===== src/ibSwitch_config.svh =====
`ifndef IB_SWITCH_CONFIG_SVH
`define IB_SWITCH_CONFIG_SVH

// bus word payload width
`define IB_DATA_W 64

// lowest bit of the 32-bit destination address in a sop word
`define IB_ADDR_LSB 0

// child port 1 window
`define IB_PORT1_BASE 32'h1000_0000
`define IB_PORT1_MASK 32'hF000_0000

// child port 2 window, same size as port 1
`define IB_PORT2_BASE 32'h2000_0000
`define IB_PORT2_MASK 32'hF000_0000

// input buffer depth in words, power of two only
`define IB_FIFO_DEPTH 32

// longest packet in words
// also sets the idle gap a sender keeps after each packet
`define IB_MAX_PKT 8

`endif


===== src/ibSwitchPkg.sv =====
`include "ibSwitch_config.svh"

package ibSwitchPkg;

  // one parent port plus two children
  localparam int numPorts = 3;

  // destination address field width in the sop word
  localparam int addrW = 32;

  // one bus word, same layout on every port
  typedef struct packed {
    logic                  valid; // word present this cycle
    logic                  sop;   // first word, carries address
    logic                  eop;   // last word of packet
    logic [`IB_DATA_W-1:0] data;
  } ibWord_t;

  // one bit per port, bit 0 is the parent
  typedef logic [numPorts-1:0] portMask_t;

  // port number 0..2
  typedef logic [1:0] portIdx_t;

endpackage


===== src/ibInputPort.sv =====
`timescale 1ns/1ps
`include "ibSwitch_config.svh"

module ibInputPort import ibSwitchPkg::*; #(
  parameter int portId = 0 // source port number, 0 is the parent
) (
  input  logic      CLK,
  input  logic      rstN,
  input  ibWord_t   in,      // taken whenever valid is high
  input  portMask_t pop,     // bit j from output arbiter j
  output ibWord_t   head,    // front word, valid when not empty
  output portMask_t destMask // decoded targets, only at sop
);

  localparam int depth = `IB_FIFO_DEPTH;
  localparam int ptrW  = $clog2(depth);

  // word storage
  ibWord_t mem [depth];

  logic [ptrW-1:0]  wrPtr;
  logic [ptrW-1:0]  rdPtr;
  logic [ptrW:0]    count;      // one extra bit so full != empty
  logic             notEmpty;
  logic             doPush;
  logic             doPop;
  logic             arbPop;     // any arbiter taking a word
  logic             selfPop;    // drop path
  logic             unroutable; // sop with no target
  logic             discarding; // inside a dropped packet
  logic [addrW-1:0] headAddr;
  logic             hit1;
  logic             hit2;

  assign notEmpty = (count != '0);
  assign doPush   = in.valid;

  // front word, valid bit replaced by occupancy
  always_comb begin
    head       = mem[rdPtr];
    head.valid = notEmpty;
  end

  // address field of the header word
  assign headAddr = head.data[`IB_ADDR_LSB +: addrW];

  assign hit1 = ((headAddr & `IB_PORT1_MASK) == `IB_PORT1_BASE);
  assign hit2 = ((headAddr & `IB_PORT2_MASK) == `IB_PORT2_BASE);

  // routing decode
  // a window of our own port never matches, so children fall back to the parent
  always_comb begin
    destMask = '0;
    if (head.valid && head.sop) begin
      if (hit1 && (portId != 1)) begin
        destMask[1] = 1'b1;
      end else if (hit2 && (portId != 2)) begin
        destMask[2] = 1'b1;
      end else if (portId != 0) begin
        destMask[0] = 1'b1; // upstream to parent
      end
      // parent with no hit stays empty -> dropped
    end
  end

  assign unroutable = head.valid && head.sop && (destMask == '0);

  // drop sop here, then keep draining until eop leaves
  assign selfPop = unroutable || (discarding && notEmpty);

  assign arbPop = |pop; // only one arbiter may be locked on us
  assign doPop  = selfPop || arbPop;

  always_ff @(posedge CLK) begin
    if (doPush) begin
      mem[wrPtr] <= in;
    end
  end

  always_ff @(posedge CLK) begin
    if (!rstN) begin
      wrPtr      <= '0;
      rdPtr      <= '0;
      count      <= '0;
      discarding <= 1'b0;
    end else begin
      if (doPush) begin
        wrPtr <= wrPtr + 1'b1; // wraps, depth is 2^n
      end
      if (doPop) begin
        rdPtr <= rdPtr + 1'b1;
      end
      case ({doPush, doPop})
        2'b10:   count <= count + 1'b1;
        2'b01:   count <= count - 1'b1;
        default: count <= count; // both or neither
      endcase
      // single-word drop never enters the state
      if (selfPop) begin
        discarding <= !head.eop;
      end
    end
  end

endmodule


===== config.mk =====
export PLATFORM = sky130hd
export DESIGN_NAME = ibInputPort
export DESIGN_NICKNAME = d
export VERILOG_FILES = /design/src/ibSwitchPkg.sv /design/src/ibInputPort.sv
export VERILOG_INCLUDE_DIRS = /design/src
export SDC_FILE = /design/constraint.sdc
export NUM_CORES = 2
export LEC_CHECK = 0
export BUFFER_PORTS_ARGS = -buffer_cell sky130_fd_sc_hd__buf_4
export CORE_ASPECT_RATIO = 1.5
export CORE_UTILIZATION = 40
export CTS_CLUSTER_DIAMETER = 50
export CTS_CLUSTER_SIZE = 16
export DETAILED_ROUTE_END_ITERATION = 7
export GPL_ROUTABILITY_DRIVEN = 0
export SLEW_MARGIN = 15
export SYNTH_ARGS = -nofsm -noshare
export SYNTH_HDL_FRONTEND = slang
export SYNTH_SLANG_ARGS = --single-unit

===== constraint.sdc =====
create_clock -name CLK -period 5.81 [get_ports CLK]
set_clock_uncertainty 0.2 [all_clocks]
set_input_delay 1.162 -clock CLK [delete_from_list [all_inputs] [get_ports CLK]]
set_output_delay 1.162 -clock CLK [all_outputs]
set_load 0.02 [all_outputs]

# After elaboration in Yosys (flattened, before gate mapping)
# Memories as Yosys holds them, arrays and structs flattened. A register that Yosys moved wholly into a read port is not among the register bits.
# Cells that the tools add are included.
dict set report totals {
  reg_bits 17
  latchBits 0
  mem_bits_rw 2144
  rom_bits 0
  inputBits 72
  out_inout_bits 70
  n_memories 1
}
# name depth width rd rd_clocked_by_memory_dff write_ports line_no
set memory_table {}
lappend memory_table {mem 32 67 1 1 1 ibInputPort.sv:19} ;# ibWord_t mem [depth];
dict set report op_classes {
  addsub 4
  multipliers 0
  n_div 0
  order_cmp 0
  n_eq_ne 4
  shift 0
  n_mux 9
  n_bitwise 0
  reduce_logical 10
}
# operator n
set ops {}
lappend ops {{$pmux W6 S2} 1}
lappend ops {{$add A5 B1 Y5 const B} 2}
lappend ops {{$mux W5} 2}
lappend ops {{$add A6 B1 Y6 const B} 1}
lappend ops {{$reduce_bool A6 Y1} 1}
lappend ops {{$sub A6 B1 Y6 const B} 1}
lappend ops {{$mux W1} 5}
lappend ops {{$eq A4 B1 Y1 const B} 1}
lappend ops {{$eq A4 B2 Y1 const B} 1}
lappend ops {{$logic_and A1 B1 Y1} 3}
lappend ops {{$logic_not A3 Y1} 1}
lappend ops {{$reduce_or A3 Y1} 1}
lappend ops {{$eq A2 B1 Y1 const B} 1}
lappend ops {{$eq A2 B2 Y1 const B} 1}
lappend ops {{$logic_or A1 B1 Y1} 2}
lappend ops {{$mux W2} 1}
lappend ops {{$reduce_bool A2 Y1} 1}
lappend ops {{$logic_not A1 Y1} 1}

# Logic depth before layout (Yosys ltp)
dict set report depth {
  word_depth 10
  depth_mapped 19
}

# Worst setup path after synthesis
# Ideal clock, no wire load.
dict set report synth_path {
  path_type {input to register}
  startpoint {in in[66] (netlist bit)}
  endpoint {mem mem[15][0] (netlist bit), enable pin}
  setup_ns 0.492
  t_arrival_ns 4.510
  required_ns 5.118
  setup_slack_ns 0.608
  cell_stages 3
  n_path_buf 1
  path_cell_list {clkbuf_1 nand2_1 nor2_1}
}
dict set report synth_via {
  elab_chain_len 2
}
# item line_no
set synth_lines {}
lappend synth_lines {{start: declaration} ibInputPort.sv:9} ;# input ibWord_t in,
lappend synth_lines {{$mux W1} ibInputPort.sv:75} ;# if (doPush) begin
lappend synth_lines {{$mux W1 (not written as such)} ibInputPort.sv:76} ;# mem[wrPtr] <= in;
lappend synth_lines {{end: declaration} ibInputPort.sv:19}
# No other way between the ends.

==> impl_metrics.tcl <==
set metrics [dict create \
    outcome "finished, violations left" \
    violations "DRC" \
    post-cts-setup-buffer-count 0 \
    row_count 202 \
    start_util_pct 40.2 \
    power_density_mw_per_mm2 342 \
    fmax_mhz 180 \
    layout_common_cells "2,112 x edfxtp_1, 648 x mux4_2, 221 x buf_4" \
    max_slew.worst_pin.slew_ns 1.14 \
    drive_gt1_share_pct 33.8 \
    drt_iter0_drc 3731 \
    yosys_most_used_dff "edfxtp_1" \
    switching_share_pct 22.3 \
    dp_hpwl_um 98100 \
    rsz0062_at_grt "false" \
    setup_violations 0 \
    ir_worst_vdd_mv 0.200 \
    yosysSeqAreaShare_pct 78.8 \
    p_comb_share_pct 11.3 \
    htree_levels 4 \
    grt_usage_pct 19.3 \
    grt_pass1_wl_um 280000 \
    dieHeight_um 553 \
    syn-cell-area_mm2 0.0810 \
    post-route-period-util_pct 95.4 \
    dr.pass1.iters 7 \
    slew_violations 0 \
    hold_violations 0 \
    cts_tree "built" \
    maxCapViolCount 0 \
    finalWirelength_um 197000 \
    grt_max_degree 96 \
    coreArea_mm2 0.202 \
    dieArea_mm2 0.204 \
    mostFrequentLayoutCell "edfxtp_1" \
    area_growth_pct 11.8 \
    ys_seq_elements 2134 \
    die_w_um 370 \
    vias_per_cell 5.80 \
    internal_power_w 0.0241 \
    cp.required_ns 4.45 \
    synth_edf_count 2112 \
    cts_hold_buffers 0 \
    relSlewSlack_pct 23.8 \
    power.leakage_nw 27.1 \
    dr_total_vias 35694 \
    synth_warnings 0 \
    worst-path-max-fanout 73 \
    finalCriticalPeriod_ns 5.54 \
    ios 142 \
    clkLatencyLatePin_ns 0.79 \
    wl_per_cell_um 32.1 \
    clock-sinks 2134 \
    cts_root_buf "clkbuf_16" \
    min_path_type "flip-flop to flip-flop" \
    portBuffers 140 \
    syn-num-nets 3284 \
    synth_cell_types 47 \
    clock_path_buffers 4 \
    syn_area_per_cell_um2 25.3 \
    async_flop_share_pct 0 \
    fin_nets 3529 \
    drc 24 \
    antenna_found_initial 13 \
    whs_ns 0.287 \
    syn_inst 3201 \
    gr-total-overflow 0 \
    crit_arrival_ns 4.18 \
    critPathKind "flip-flop to primary output" \
    clkTransAtPathRegs_ns 0.07 \
    grt_pass1_vias 37171 \
    ant_nets 0 \
    netSwitchingPower_w 0.00690 \
    setup_tns_ns 0 \
    cts_buffers 163 \
    seqPwrFrac_pct 55.2 \
    cp-end-kind "primary output" \
    start_kind "flip-flop" \
    clkPwrFrac_pct 33.5 \
]
-- worst max-delay path, cell delays in order (launching register included) --
cell	delay (ns)
dfxtp_4	0.71
buf_4	0.42
buf_12	0.53
mux4_2	0.61
mux4_2	0.49
mux2_2	0.37
buf_4	0.19
-- final cells by class --
cell class | instances | area [µm²]
Fill cell | 16712 | 111000
Sequential cell | 2134 | 63900
Multi-Input combinational cell | 894 | 16700
Clock buffer | 193 | 4280
Tap cell | 2652 | 3320
Timing Repair Buffer | 244 | 2120
Clock inverter | 18 | 224
Inverter | 9 | 41.3
Antenna cell | 7 | 17.5
-- power groups by stage --
stage	clock network, W	registers [W]	logic, W
3_5_place_dp	0	0.0175	0.00357
2_1_floorplan	0	0.0174	0.00244
3_3_place_gp	0	0.0174	0.00356
5_1_grt	0.0111	0.0171	0.00376
6_report	0.0104	0.0171	0.00351
4_1_cts	0.0106	0.0171	0.00360
-- synth_stat cells (all sizes together) (3+ instances only) --
cell	instances	area, µm²
edfxtp	2112	63400
mux4	648	14600
clkbuf	105	394
mux2	64	721
buf	59	268
nor2	53	199
dfxtp	22	440
mux2i	22	220
nand2	15	56.3
nand3	13	65.1
a21oi	11	55.1
ha	10	125
inv	8	30.0
nor2b	5	31.3
xor2	5	43.8
a22oi	4	30.0
o21a	4	30.0
nand2b	3	18.8
nand3b	3	22.5
nand4	3	18.8
xnor2	3	26.3
-- logic make-up (layout without fill, tap and decap cells) --
family | after synthesis | count (layout) | share of synthesized area (%)
AOI/OAI and AO/OA | 34 | 34 | 0.304
xor gates and xnor gates | 8 | 8 | 0.0865
adders and majority gates | 11 | 11 | 0.179
buffers and inverters | 173 | 464 | 0.858
DFF | 2134 | 2134 | 78.8
muxes | 734 | 734 | 19.2
other | 1 | 8 | 0.00463
and+or+nand+nor | 106 | 106 | 0.604
-- flip-flops by register name, indices dropped and copies added (netlist names), named ones only --
register	flops
mem	2112
count	6
rdPtr	5
wrPtr	5
discarding	1
-- per-layer routing --
layer  share of wire, %  routed length [µm]  track usage [%]  vias to the layer above
li1                   -                   -                -                    14307
met1                 41               80100             26.3                    20022
met2                 51              101000             32.8                     1088
met3                5.9               11700             2.82                      265
met4                2.2                4250             4.66                       12
met5              0.033                  66                0                        -
-- through the flow --
step / utilization, % / area, µm² / setup slack (ns) / std cells / total power [W]
after floorplan: - / 81000 / 0.608 / 3201 / 0.0198
after global placement: 42.7 / 86000 / 0.567 / 5932 / 0.0210
after detailed placement: 42.7 / 86000 / 0.615 / 5932 / 0.0210
after CTS: 44.9 / 90600 / 0.0596 / 6144 / 0.0313
after global routing: 44.9 / 90600 / 0.0108 / 6147 / 0.0319
final: 44.9 / 90600 / 0.270 / 6151 / 0.0310
-- worst paths after layout --
kind	cells after the start	end	startpoint	slack, ns
setup reg to reg	15	count[5]	flip-flop	0.62
hold reg to reg	2	rdPtr[4]	rdPtr[4]	0.29
setup / recovery	6	head[33]	flip-flop	0.27
hold / removal	2	rdPtr[4]	rdPtr[4]	0.29
-- repair_timing --
action | in CTS | in global routing
setup endpoints to repair | 12 | 5
gates resized for setup | 2 | 1
cloned | 1 | 0
(Power assumes the default switching activity.)
