[src/ibSwitch_config.svh]
`ifndef IB_SWITCH_CONFIG_SVH
`define IB_SWITCH_CONFIG_SVH

// bus word payload width
`define IB_DATA_W 64

// lowest bit of the 32-bit destination address in a sop word
`define IB_ADDR_LSB 0

// child port 1 window
`define IB_PORT1_BASE 32'h1000_0000
`define IB_PORT1_MASK 32'hF000_0000

// child port 2 window, same size as port 1
`define IB_PORT2_BASE 32'h2000_0000
`define IB_PORT2_MASK 32'hF000_0000

// input buffer depth in words, power of two only
`define IB_FIFO_DEPTH 32

// longest packet in words
// also sets the idle gap a sender keeps after each packet
`define IB_MAX_PKT 8

`endif

[src/ibSwitchPkg.sv]
`include "ibSwitch_config.svh"

package ibSwitchPkg;

  // one parent port plus two children
  localparam int numPorts = 3;

  // destination address field width in the sop word
  localparam int addrW = 32;

  // one bus word, same layout on every port
  typedef struct packed {
    logic                  valid; // word present this cycle
    logic                  sop;   // first word, carries address
    logic                  eop;   // last word of packet
    logic [`IB_DATA_W-1:0] data;
  } ibWord_t;

  // one bit per port, bit 0 is the parent
  typedef logic [numPorts-1:0] portMask_t;

  // port number 0..2
  typedef logic [1:0] portIdx_t;

endpackage

[src/ibOutputArbiter.sv]
`timescale 1ns/1ps

module ibOutputArbiter import ibSwitchPkg::*; #(
  parameter int portId = 0 // output port served
) (
  input  logic      CLK,
  input  logic      rstN,
  input  ibWord_t   head0,
  input  ibWord_t   head1,
  input  ibWord_t   head2,
  input  portMask_t mask0,
  input  portMask_t mask1,
  input  portMask_t mask2,
  output portMask_t pop,  // bit i pops input i
  output ibWord_t   out   // registered output word
);

  ibWord_t   heads [numPorts];
  portMask_t masks [numPorts];

  logic [numPorts-1:0] request;    // sop heads aimed at us
  logic                locked;     // mid-packet
  portIdx_t            lockSrc;    // input being streamed
  portIdx_t            rrPtr;      // last granted input
  logic                grantValid;
  portIdx_t            grantSrc;
  logic                popValid;
  portIdx_t            popSrc;
  ibWord_t             popWord;    // word taken this cycle

  assign heads[0] = head0;
  assign heads[1] = head1;
  assign heads[2] = head2;
  assign masks[0] = mask0;
  assign masks[1] = mask1;
  assign masks[2] = mask2;

  // own input never targets itself
  always_comb begin
    for (int i = 0; i < numPorts; i++) begin
      request[i] = (i != portId) && heads[i].valid && heads[i].sop
                   && masks[i][portId];
    end
  end

  // first requester after rrPtr, wrapping mod 3
  always_comb begin
    portIdx_t cand;
    grantValid = 1'b0;
    grantSrc   = rrPtr;
    for (int k = 1; k <= numPorts; k++) begin
      cand = portIdx_t'((int'(rrPtr) + k) % numPorts);
      if (!grantValid && request[cand]) begin
        grantValid = 1'b1;
        grantSrc   = cand;
      end
    end
  end

  // locked input already holds its whole packet
  assign popSrc   = locked ? lockSrc : grantSrc;
  assign popValid = locked ? heads[lockSrc].valid : grantValid;

  always_comb begin
    pop     = '0;
    popWord = '0;
    if (popValid) begin
      pop[popSrc] = 1'b1;
      popWord     = heads[popSrc];
    end
  end

  always_ff @(posedge CLK) begin
    if (!rstN) begin
      locked  <= 1'b0;
      lockSrc <= '0;
      rrPtr   <= portIdx_t'(portId); // first look at next port up
    end else begin
      if (!locked && grantValid) begin
        rrPtr   <= grantSrc; // rotate per packet
        lockSrc <= grantSrc;
        locked  <= !popWord.eop; // one-word packet needs no lock
      end else if (locked && popValid && popWord.eop) begin
        locked <= 1'b0;
      end
    end
  end

  // output stage, one cycle behind the pop
  always_ff @(posedge CLK) begin
    out.sop  <= popWord.sop;
    out.eop  <= popWord.eop;
    out.data <= popWord.data;
    if (!rstN) begin
      out.valid <= 1'b0;
    end else begin
      out.valid <= popValid;
    end
  end

endmodule

[config.mk]
export PLATFORM = sky130hd
export DESIGN_NAME = ibOutputArbiter
export DESIGN_NICKNAME = d
export VERILOG_FILES = /design/src/ibSwitchPkg.sv /design/src/ibOutputArbiter.sv
export VERILOG_INCLUDE_DIRS = /design/src
export SDC_FILE = /design/constraint.sdc
export NUM_CORES = 1
export LEC_CHECK = 0
export BUFFER_PORTS_ARGS = -buffer_cell sky130_fd_sc_hd__buf_2
export CORE_AREA = 2 2 109 111
export DETAILED_ROUTE_END_ITERATION = 16
export DIE_AREA = 0 0 111 113
export GPL_TIMING_DRIVEN = 0
export PLACE_DENSITY = 0.62
export SLEW_MARGIN = 20
export SYNTH_ARGS = -nofsm -noshare
export SYNTH_HDL_FRONTEND = slang
export SYNTH_SLANG_ARGS = --single-unit
[constraint.sdc]
create_clock -name CLK -period 6.4 [get_ports CLK]
set_clock_uncertainty 0.15 [all_clocks]
set_input_delay 0.32 -clock CLK [delete_from_list [all_inputs] [get_ports CLK]]
set_output_delay 0.32 -clock CLK [all_outputs]
set_load 0.01 [all_outputs]
After elaboration in Yosys (flattened, before gate mapping) --
Index checks and enable logic that the tools add are counted.
Storage, ports and cells: register bits 70, latch bits 0, bits in writable memories 0, ROM bits 0, input port bits 212, output and inout bits 70, word-level logic and storage cells 62, memories kept 0
Operators by class: add/sub/neg operators 3, multipliers 0, div/mod/pow operators 3, $lt $le $gt $ge 7, eq/ne operators 0, shifts and indexed selects 0, multiplexer cells 26, bitwise logic cells 2, reductions and logical operators 15
Operators by type and width (count):
- binary-select mux 67 bit (select 2 bit) | 2
- two-way mux 67 bit | 2
- two-way mux 66 bit | 2
- remainder unit 32 x 3 -> 32 bit (second input constant) | 3
- two-way mux 65 bit | 1
- less-than comparator 2 x 3 -> 1 bit (second input constant) | 4
- logical AND 1 bit | 10
- two-way mux 1 bit | 10
- two-way mux 2 bit | 4
- adder 2 x 2 -> 3 bit (second input constant) | 2
- binary-select mux 1 bit (select 2 bit) | 3
- greater-or-equal comparator 3 bit (second input constant) | 2
- NOT 2 -> 3 bit | 2
- zero test 1 bit | 4
- adder 2 x 1 -> 3 bit (second input constant) | 1
- two-way mux 3 bit | 1
- demux 1 bit (select 2 bit) | 1
- greater-or-equal comparator 2 x 1 -> 1 bit (second input constant) | 1
- nonzero test 2 bit | 1

Depth between registers and ports, before layout --
depth after elaboration 20, depth in mapped cells 9

Worst setup path after synthesis --
OpenSTA, ideal clock, no wires.
path type register to output, from reg rrPtr[0], to out pop[1], data arrival time 2.088 ns, data required time 5.930 ns, path slack 3.842 ns, cell stages (with the launch flop) 9, path through dfxtp_1 > inv_1 > ha_1 > or3_1 > and2_4 > a41o_1 > buf_6 > buf_4 > nor3b_1
Between the ends: word-level cells in the longest chain between the ends 17
RTL lines:
- from (decl) | RTL line ibOutputArbiter.sv:24 | portIdx_t rrPtr;
- from (signal assigned) | RTL line ibOutputArbiter.sv:77 | rrPtr <= portIdx_t'(portId);
- from (signal assigned) | RTL line ibOutputArbiter.sv:80 | rrPtr <= grantSrc;
- adder 2 x 1 -> 3 bit | RTL line ibOutputArbiter.sv:52 | cand = portIdx_t'((int'(rrPtr) + k) % numPorts);
- remainder unit 32 x 3 -> 32 bit | RTL line ibOutputArbiter.sv:52
- binary-select mux 1 bit (select 2 bit) | RTL line ibOutputArbiter.sv:53 | if (!grantValid && request[cand]) begin
- two-way mux 1 bit (not written as such) | RTL line ibOutputArbiter.sv:53
- two-way mux 1 bit | RTL line ibOutputArbiter.sv:53
- zero test 1 bit | RTL line ibOutputArbiter.sv:53
- logical AND 1 bit | RTL line ibOutputArbiter.sv:53
- two-way mux 1 bit | RTL line ibOutputArbiter.sv:53
- zero test 1 bit | RTL line ibOutputArbiter.sv:53
- logical AND 1 bit | RTL line ibOutputArbiter.sv:53
- two-way mux 2 bit | RTL line ibOutputArbiter.sv:53
- two-way mux 2 bit | RTL line ibOutputArbiter.sv:61 | assign popSrc = locked ? lockSrc : grantSrc;
- less-than comparator 2 x 3 -> 1 bit (not written as such) / greater-or-equal comparator 2 x 1 -> 1 bit (equally long branches) | RTL line ibOutputArbiter.sv:68 | pop[popSrc] = 1'b1;
- logical AND 1 bit (not written as such) | RTL line ibOutputArbiter.sv:68
- two-way mux 1 bit (not written as such) | RTL line ibOutputArbiter.sv:68
- demux 1 bit (select 2 bit) | RTL line ibOutputArbiter.sv:68
- two-way mux 3 bit (*) | RTL line ibOutputArbiter.sv:67 | if (popValid) begin
- to (decl) | RTL line ibOutputArbiter.sv:14 | output portMask_t pop,
Mark *: on every way between the ends. The rest lies on a longest branch, timed or not. The select of a mux whose other input is x is not followed.

Worst setup path after layout --
from reg rrPtr[0], to out pop[0]
Same word-level chain as after synthesis.

==> results.py <==
metrics = {
    "status": {
        "status": "finished clean",
    },
    "layout": {
        "final.fill_count": 1122,
        "multi_input_area_mm2": 0.00165,
        "layout-drive-gt1-share_pct": 49.5,
        "areaGrowthSynthToFinish_pct": 57.8,
        "diodes": 0,
        "postLayoutCellArea_mm2": 0.00510,
        "ff_latch_area_mm2": 0.00140,
        "nets": 835,
    },
    "timing": {
        "worst_slack_ns": 2.99,
        "slew_headroom_pct": 49.8,
        "hold_viol": 0,
        "period_minus_slack_ns": 3.41,
        "setup-violations-final": 0,
        "slew_violations": 0,
        "tightest_slew_ns": 0.751,
        "finalSetupTns_ns": 0,
        "fmax_ghz": 0.294,
        "period_share_pct": 53.2,
        "rsz0062_at_grt": "false",
    },
    "grt": {
        "grt_start_max_net_pins": 13,
        "grt_pass1_wl_um": 18000,
        "gr-total-overflow": 0,
        "antenna_found_initial": 0,
        "grtUsageTotal_pct": 17.9,
        "grt_pass1_vias": 3656,
    },
    "worst_setup_path": {
        "cp.required_ns": 5.93,
        "worstPathCellList": "inv_1, ha_1, or3_1, and2_4, a21oi_1, o21bai_1, buf_4, and3b_1, buf_2",
        "critical_path_class": "flop to primary output",
        "arrival_ns": 2.94,
        "critPathCaptureType": "primary output",
        "crit_path_max_incr_delay_ns": 0.40,
        "critical_path.max_fanout": 10,
        "slowest_stage": "o21bai_1",
        "start_kind": "flop",
        "r2r.worst_path.cells": 9,
    },
    "synthesis": {
        "syn-cell-area_mm2": 0.00323,
        "synth_seq_cells": 70,
        "ys.warnings.count": 0,
        "ys.flop_type": "dfxtp_1",
        "async_reset_ff_share_pct": 0,
        "synth_cells": 336,
        "synth_cell_types": 32,
        "ys_seq_area_share_pct": 43.4,
        "syn-num-nets": 550,
        "synth_edf_count": 0,
        "syn-mean-instance-area_um2": 9.61,
    },
    "clock_tree": {
        "clkTransAtPathRegs_ns": 0.06,
        "clock_latency_ns": 0.32,
        "numCtsBuffers": 9,
        "root_buffer": "clkbuf_16",
        "cts_resized": 0,
        "cts_hold_buf": 0,
        "cts_setup_buffers": 0,
        "clock_sinks": 70,
        "cts_buffer_depth": 2,
        "cts_tree": "built",
        "h-tree-depth": 3,
    },
    "floorplan": {
        "pin_count": 282,
        "die-area_mm2": 0.0125,
        "die_y_um": 113,
        "initial_utilization_pct": 28.6,
        "fp.coreArea_mm2": 0.0113,
        "die_w_um": 111,
        "rows": 39,
    },
    "power_and_ir_drop": {
        "switchingPower_uw": 398,
        "p_per_area_mw_per_mm2": 273,
        "power_switching_share_pct": 28.5,
        "power.internal_uw": 995,
        "seqPwrFrac_pct": 36.3,
        "p_comb_share_pct": 25.6,
        "clockPowerShare_pct": 38.1,
        "p_leak_uw": 0.00289,
        "vdd_drop_max_v": 0.000125,
    },
    "hold_path": {
        "hold_depth": 3,
        "worstHoldPathType": "input pin to flop",
    },
    "drt": {
        "num_vias": 3573,
        "firstDrtPassIters": 4,
        "drt_iter0_drc": 173,
        "ant_nets": 0,
        "drc": 0,
        "wl_per_cell_um": 15.2,
        "avgViaCountPerCell": 4.65,
        "wirelength_um": 11700,
    },
    "place": {
        "io_buffers": 274,
        "gp_congestion": 0.863,
        "placed_area_mm2": 0.00478,
        "dp.final_hpwl_um": 9370,
        "place_ws_ns": 3.25,
    },
    "job": {
        "max_cap_viol_count": 0,
    },
}
## per-layer routing
| layer | routed length (um) | global-route usage, % | vias to the layer above |
|---|---|---|---|
| met5 | 0 | 0 | - |
| met4 | 144 | 5.75 | 0 |
| met1 | 4630 | 19.8 | 1579 |
| met3 | 949 | 4.50 | 11 |
| met2 | 5950 | 33.7 | 186 |
| li1 | - | - | 1797 |
## path summary, 6_finish.rpt
path,start,to,slack (ns)
max,rrPtr[0]$_SDFFE_PN0P_,pop[0],2.99
min,head2[34],out[34]$_SDFF_PN0_,0.12
max reg2reg,rrPtr[0]$_SDFFE_PN0P_,out[49]$_SDFF_PN0_,3.52
min reg2reg,locked$_SDFFE_PN0P_,locked$_SDFFE_PN0P_,0.54
## registers in the layout (all words and copies together), names as in the netlist
| name | flops |
|---|---|
| locked | 1 |
| out | 67 |
| rrPtr | 2 |
## cells in the final DEF (no fill, tap or decap), drive strengths merged, types with 2 or more instances in the layout
| cell | synthesis | final |
|---|---|---|
| a211oi | 65 | 65 |
| a31oi | 2 | 2 |
| and3 | 2 | 2 |
| and4b | 2 | 2 |
| buf | 19 | 293 |
| bufinv | 0 | 2 |
| clkbuf | 11 | 22 |
| clkinvlp | 0 | 2 |
| dfxtp | 70 | 70 |
| ha | 2 | 2 |
| inv | 4 | 4 |
| mux2i | 66 | 66 |
| nand3 | 4 | 4 |
| nor2 | 70 | 70 |
| o21ai | 2 | 2 |
## cells in the mapped netlist, types with 4 or more instances
library cell	n	area share [%]
mux2i_1	66	20
dfxtp_1	70	43
nor2_1	70	8.1
clkbuf_1	11	1.3
a211oi_1	65	15
buf_4	7	1.6
buf_2	10	1.5
inv_1	4	0.46
nand3_1	4	0.62
## kinds of logic (layout without fill, tap and decap cells)
group | after synthesis | after routing | share of synthesized area [%]
simple gates | 86 | 86 | 11.5
flops | 70 | 70 | 43.4
buf+inv | 34 | 324 | 5.62
fa+ha+maj | 2 | 2 | 0.775
compound gates | 78 | 78 | 18.3
mux | 66 | 66 | 20.5
## through the flow
stage          util, %  std cells  hold WS (ns)  power (uW)
6_report          45.2        769         0.124        1390
5_1_grt           45.2        769         0.120        1460
4_1_cts           45.2        769         0.115        1410
3_5_place_dp      42.4        753         0.458         876
3_3_place_gp      42.4        753         0.455         869
2_1_floorplan        -        336         0.342         707
## power groups by stage
stage / Clock (uW) / Combinational [uW] / Sequential (uW)
floorplan: 0 / 161 / 546
global placement: 0 / 355 / 514
detailed placement: 0 / 361 / 515
CTS: 543 / 362 / 506
global route: 562 / 391 / 511
finish: 531 / 357 / 506
## critical path, delay by kind of cell, from the launching register on
kind | cells | cell delay [ns]
adders and majority gates | 1 | 0.35
and+or+nand+nor | 3 | 0.74
buffers and inverters | 3 | 0.52
AOI/OAI and AO/OA | 2 | 0.62
DFF | 1 | 0.39
## final cells by class
| type | count | share of cell area (%) |
|---|---|---|
| buffer | 30 | 3.27 |
| clock buffer | 11 | 4.57 |
| clock inverter | 5 | 1.64 |
| inverter | 4 | 0.295 |
| multi-input combinational | 232 | 32.3 |
| sequential | 70 | 27.5 |
| tap | 143 | 3.51 |
| timing repair buffer | 274 | 26.9 |
Power figures use the tool's default switching activity.
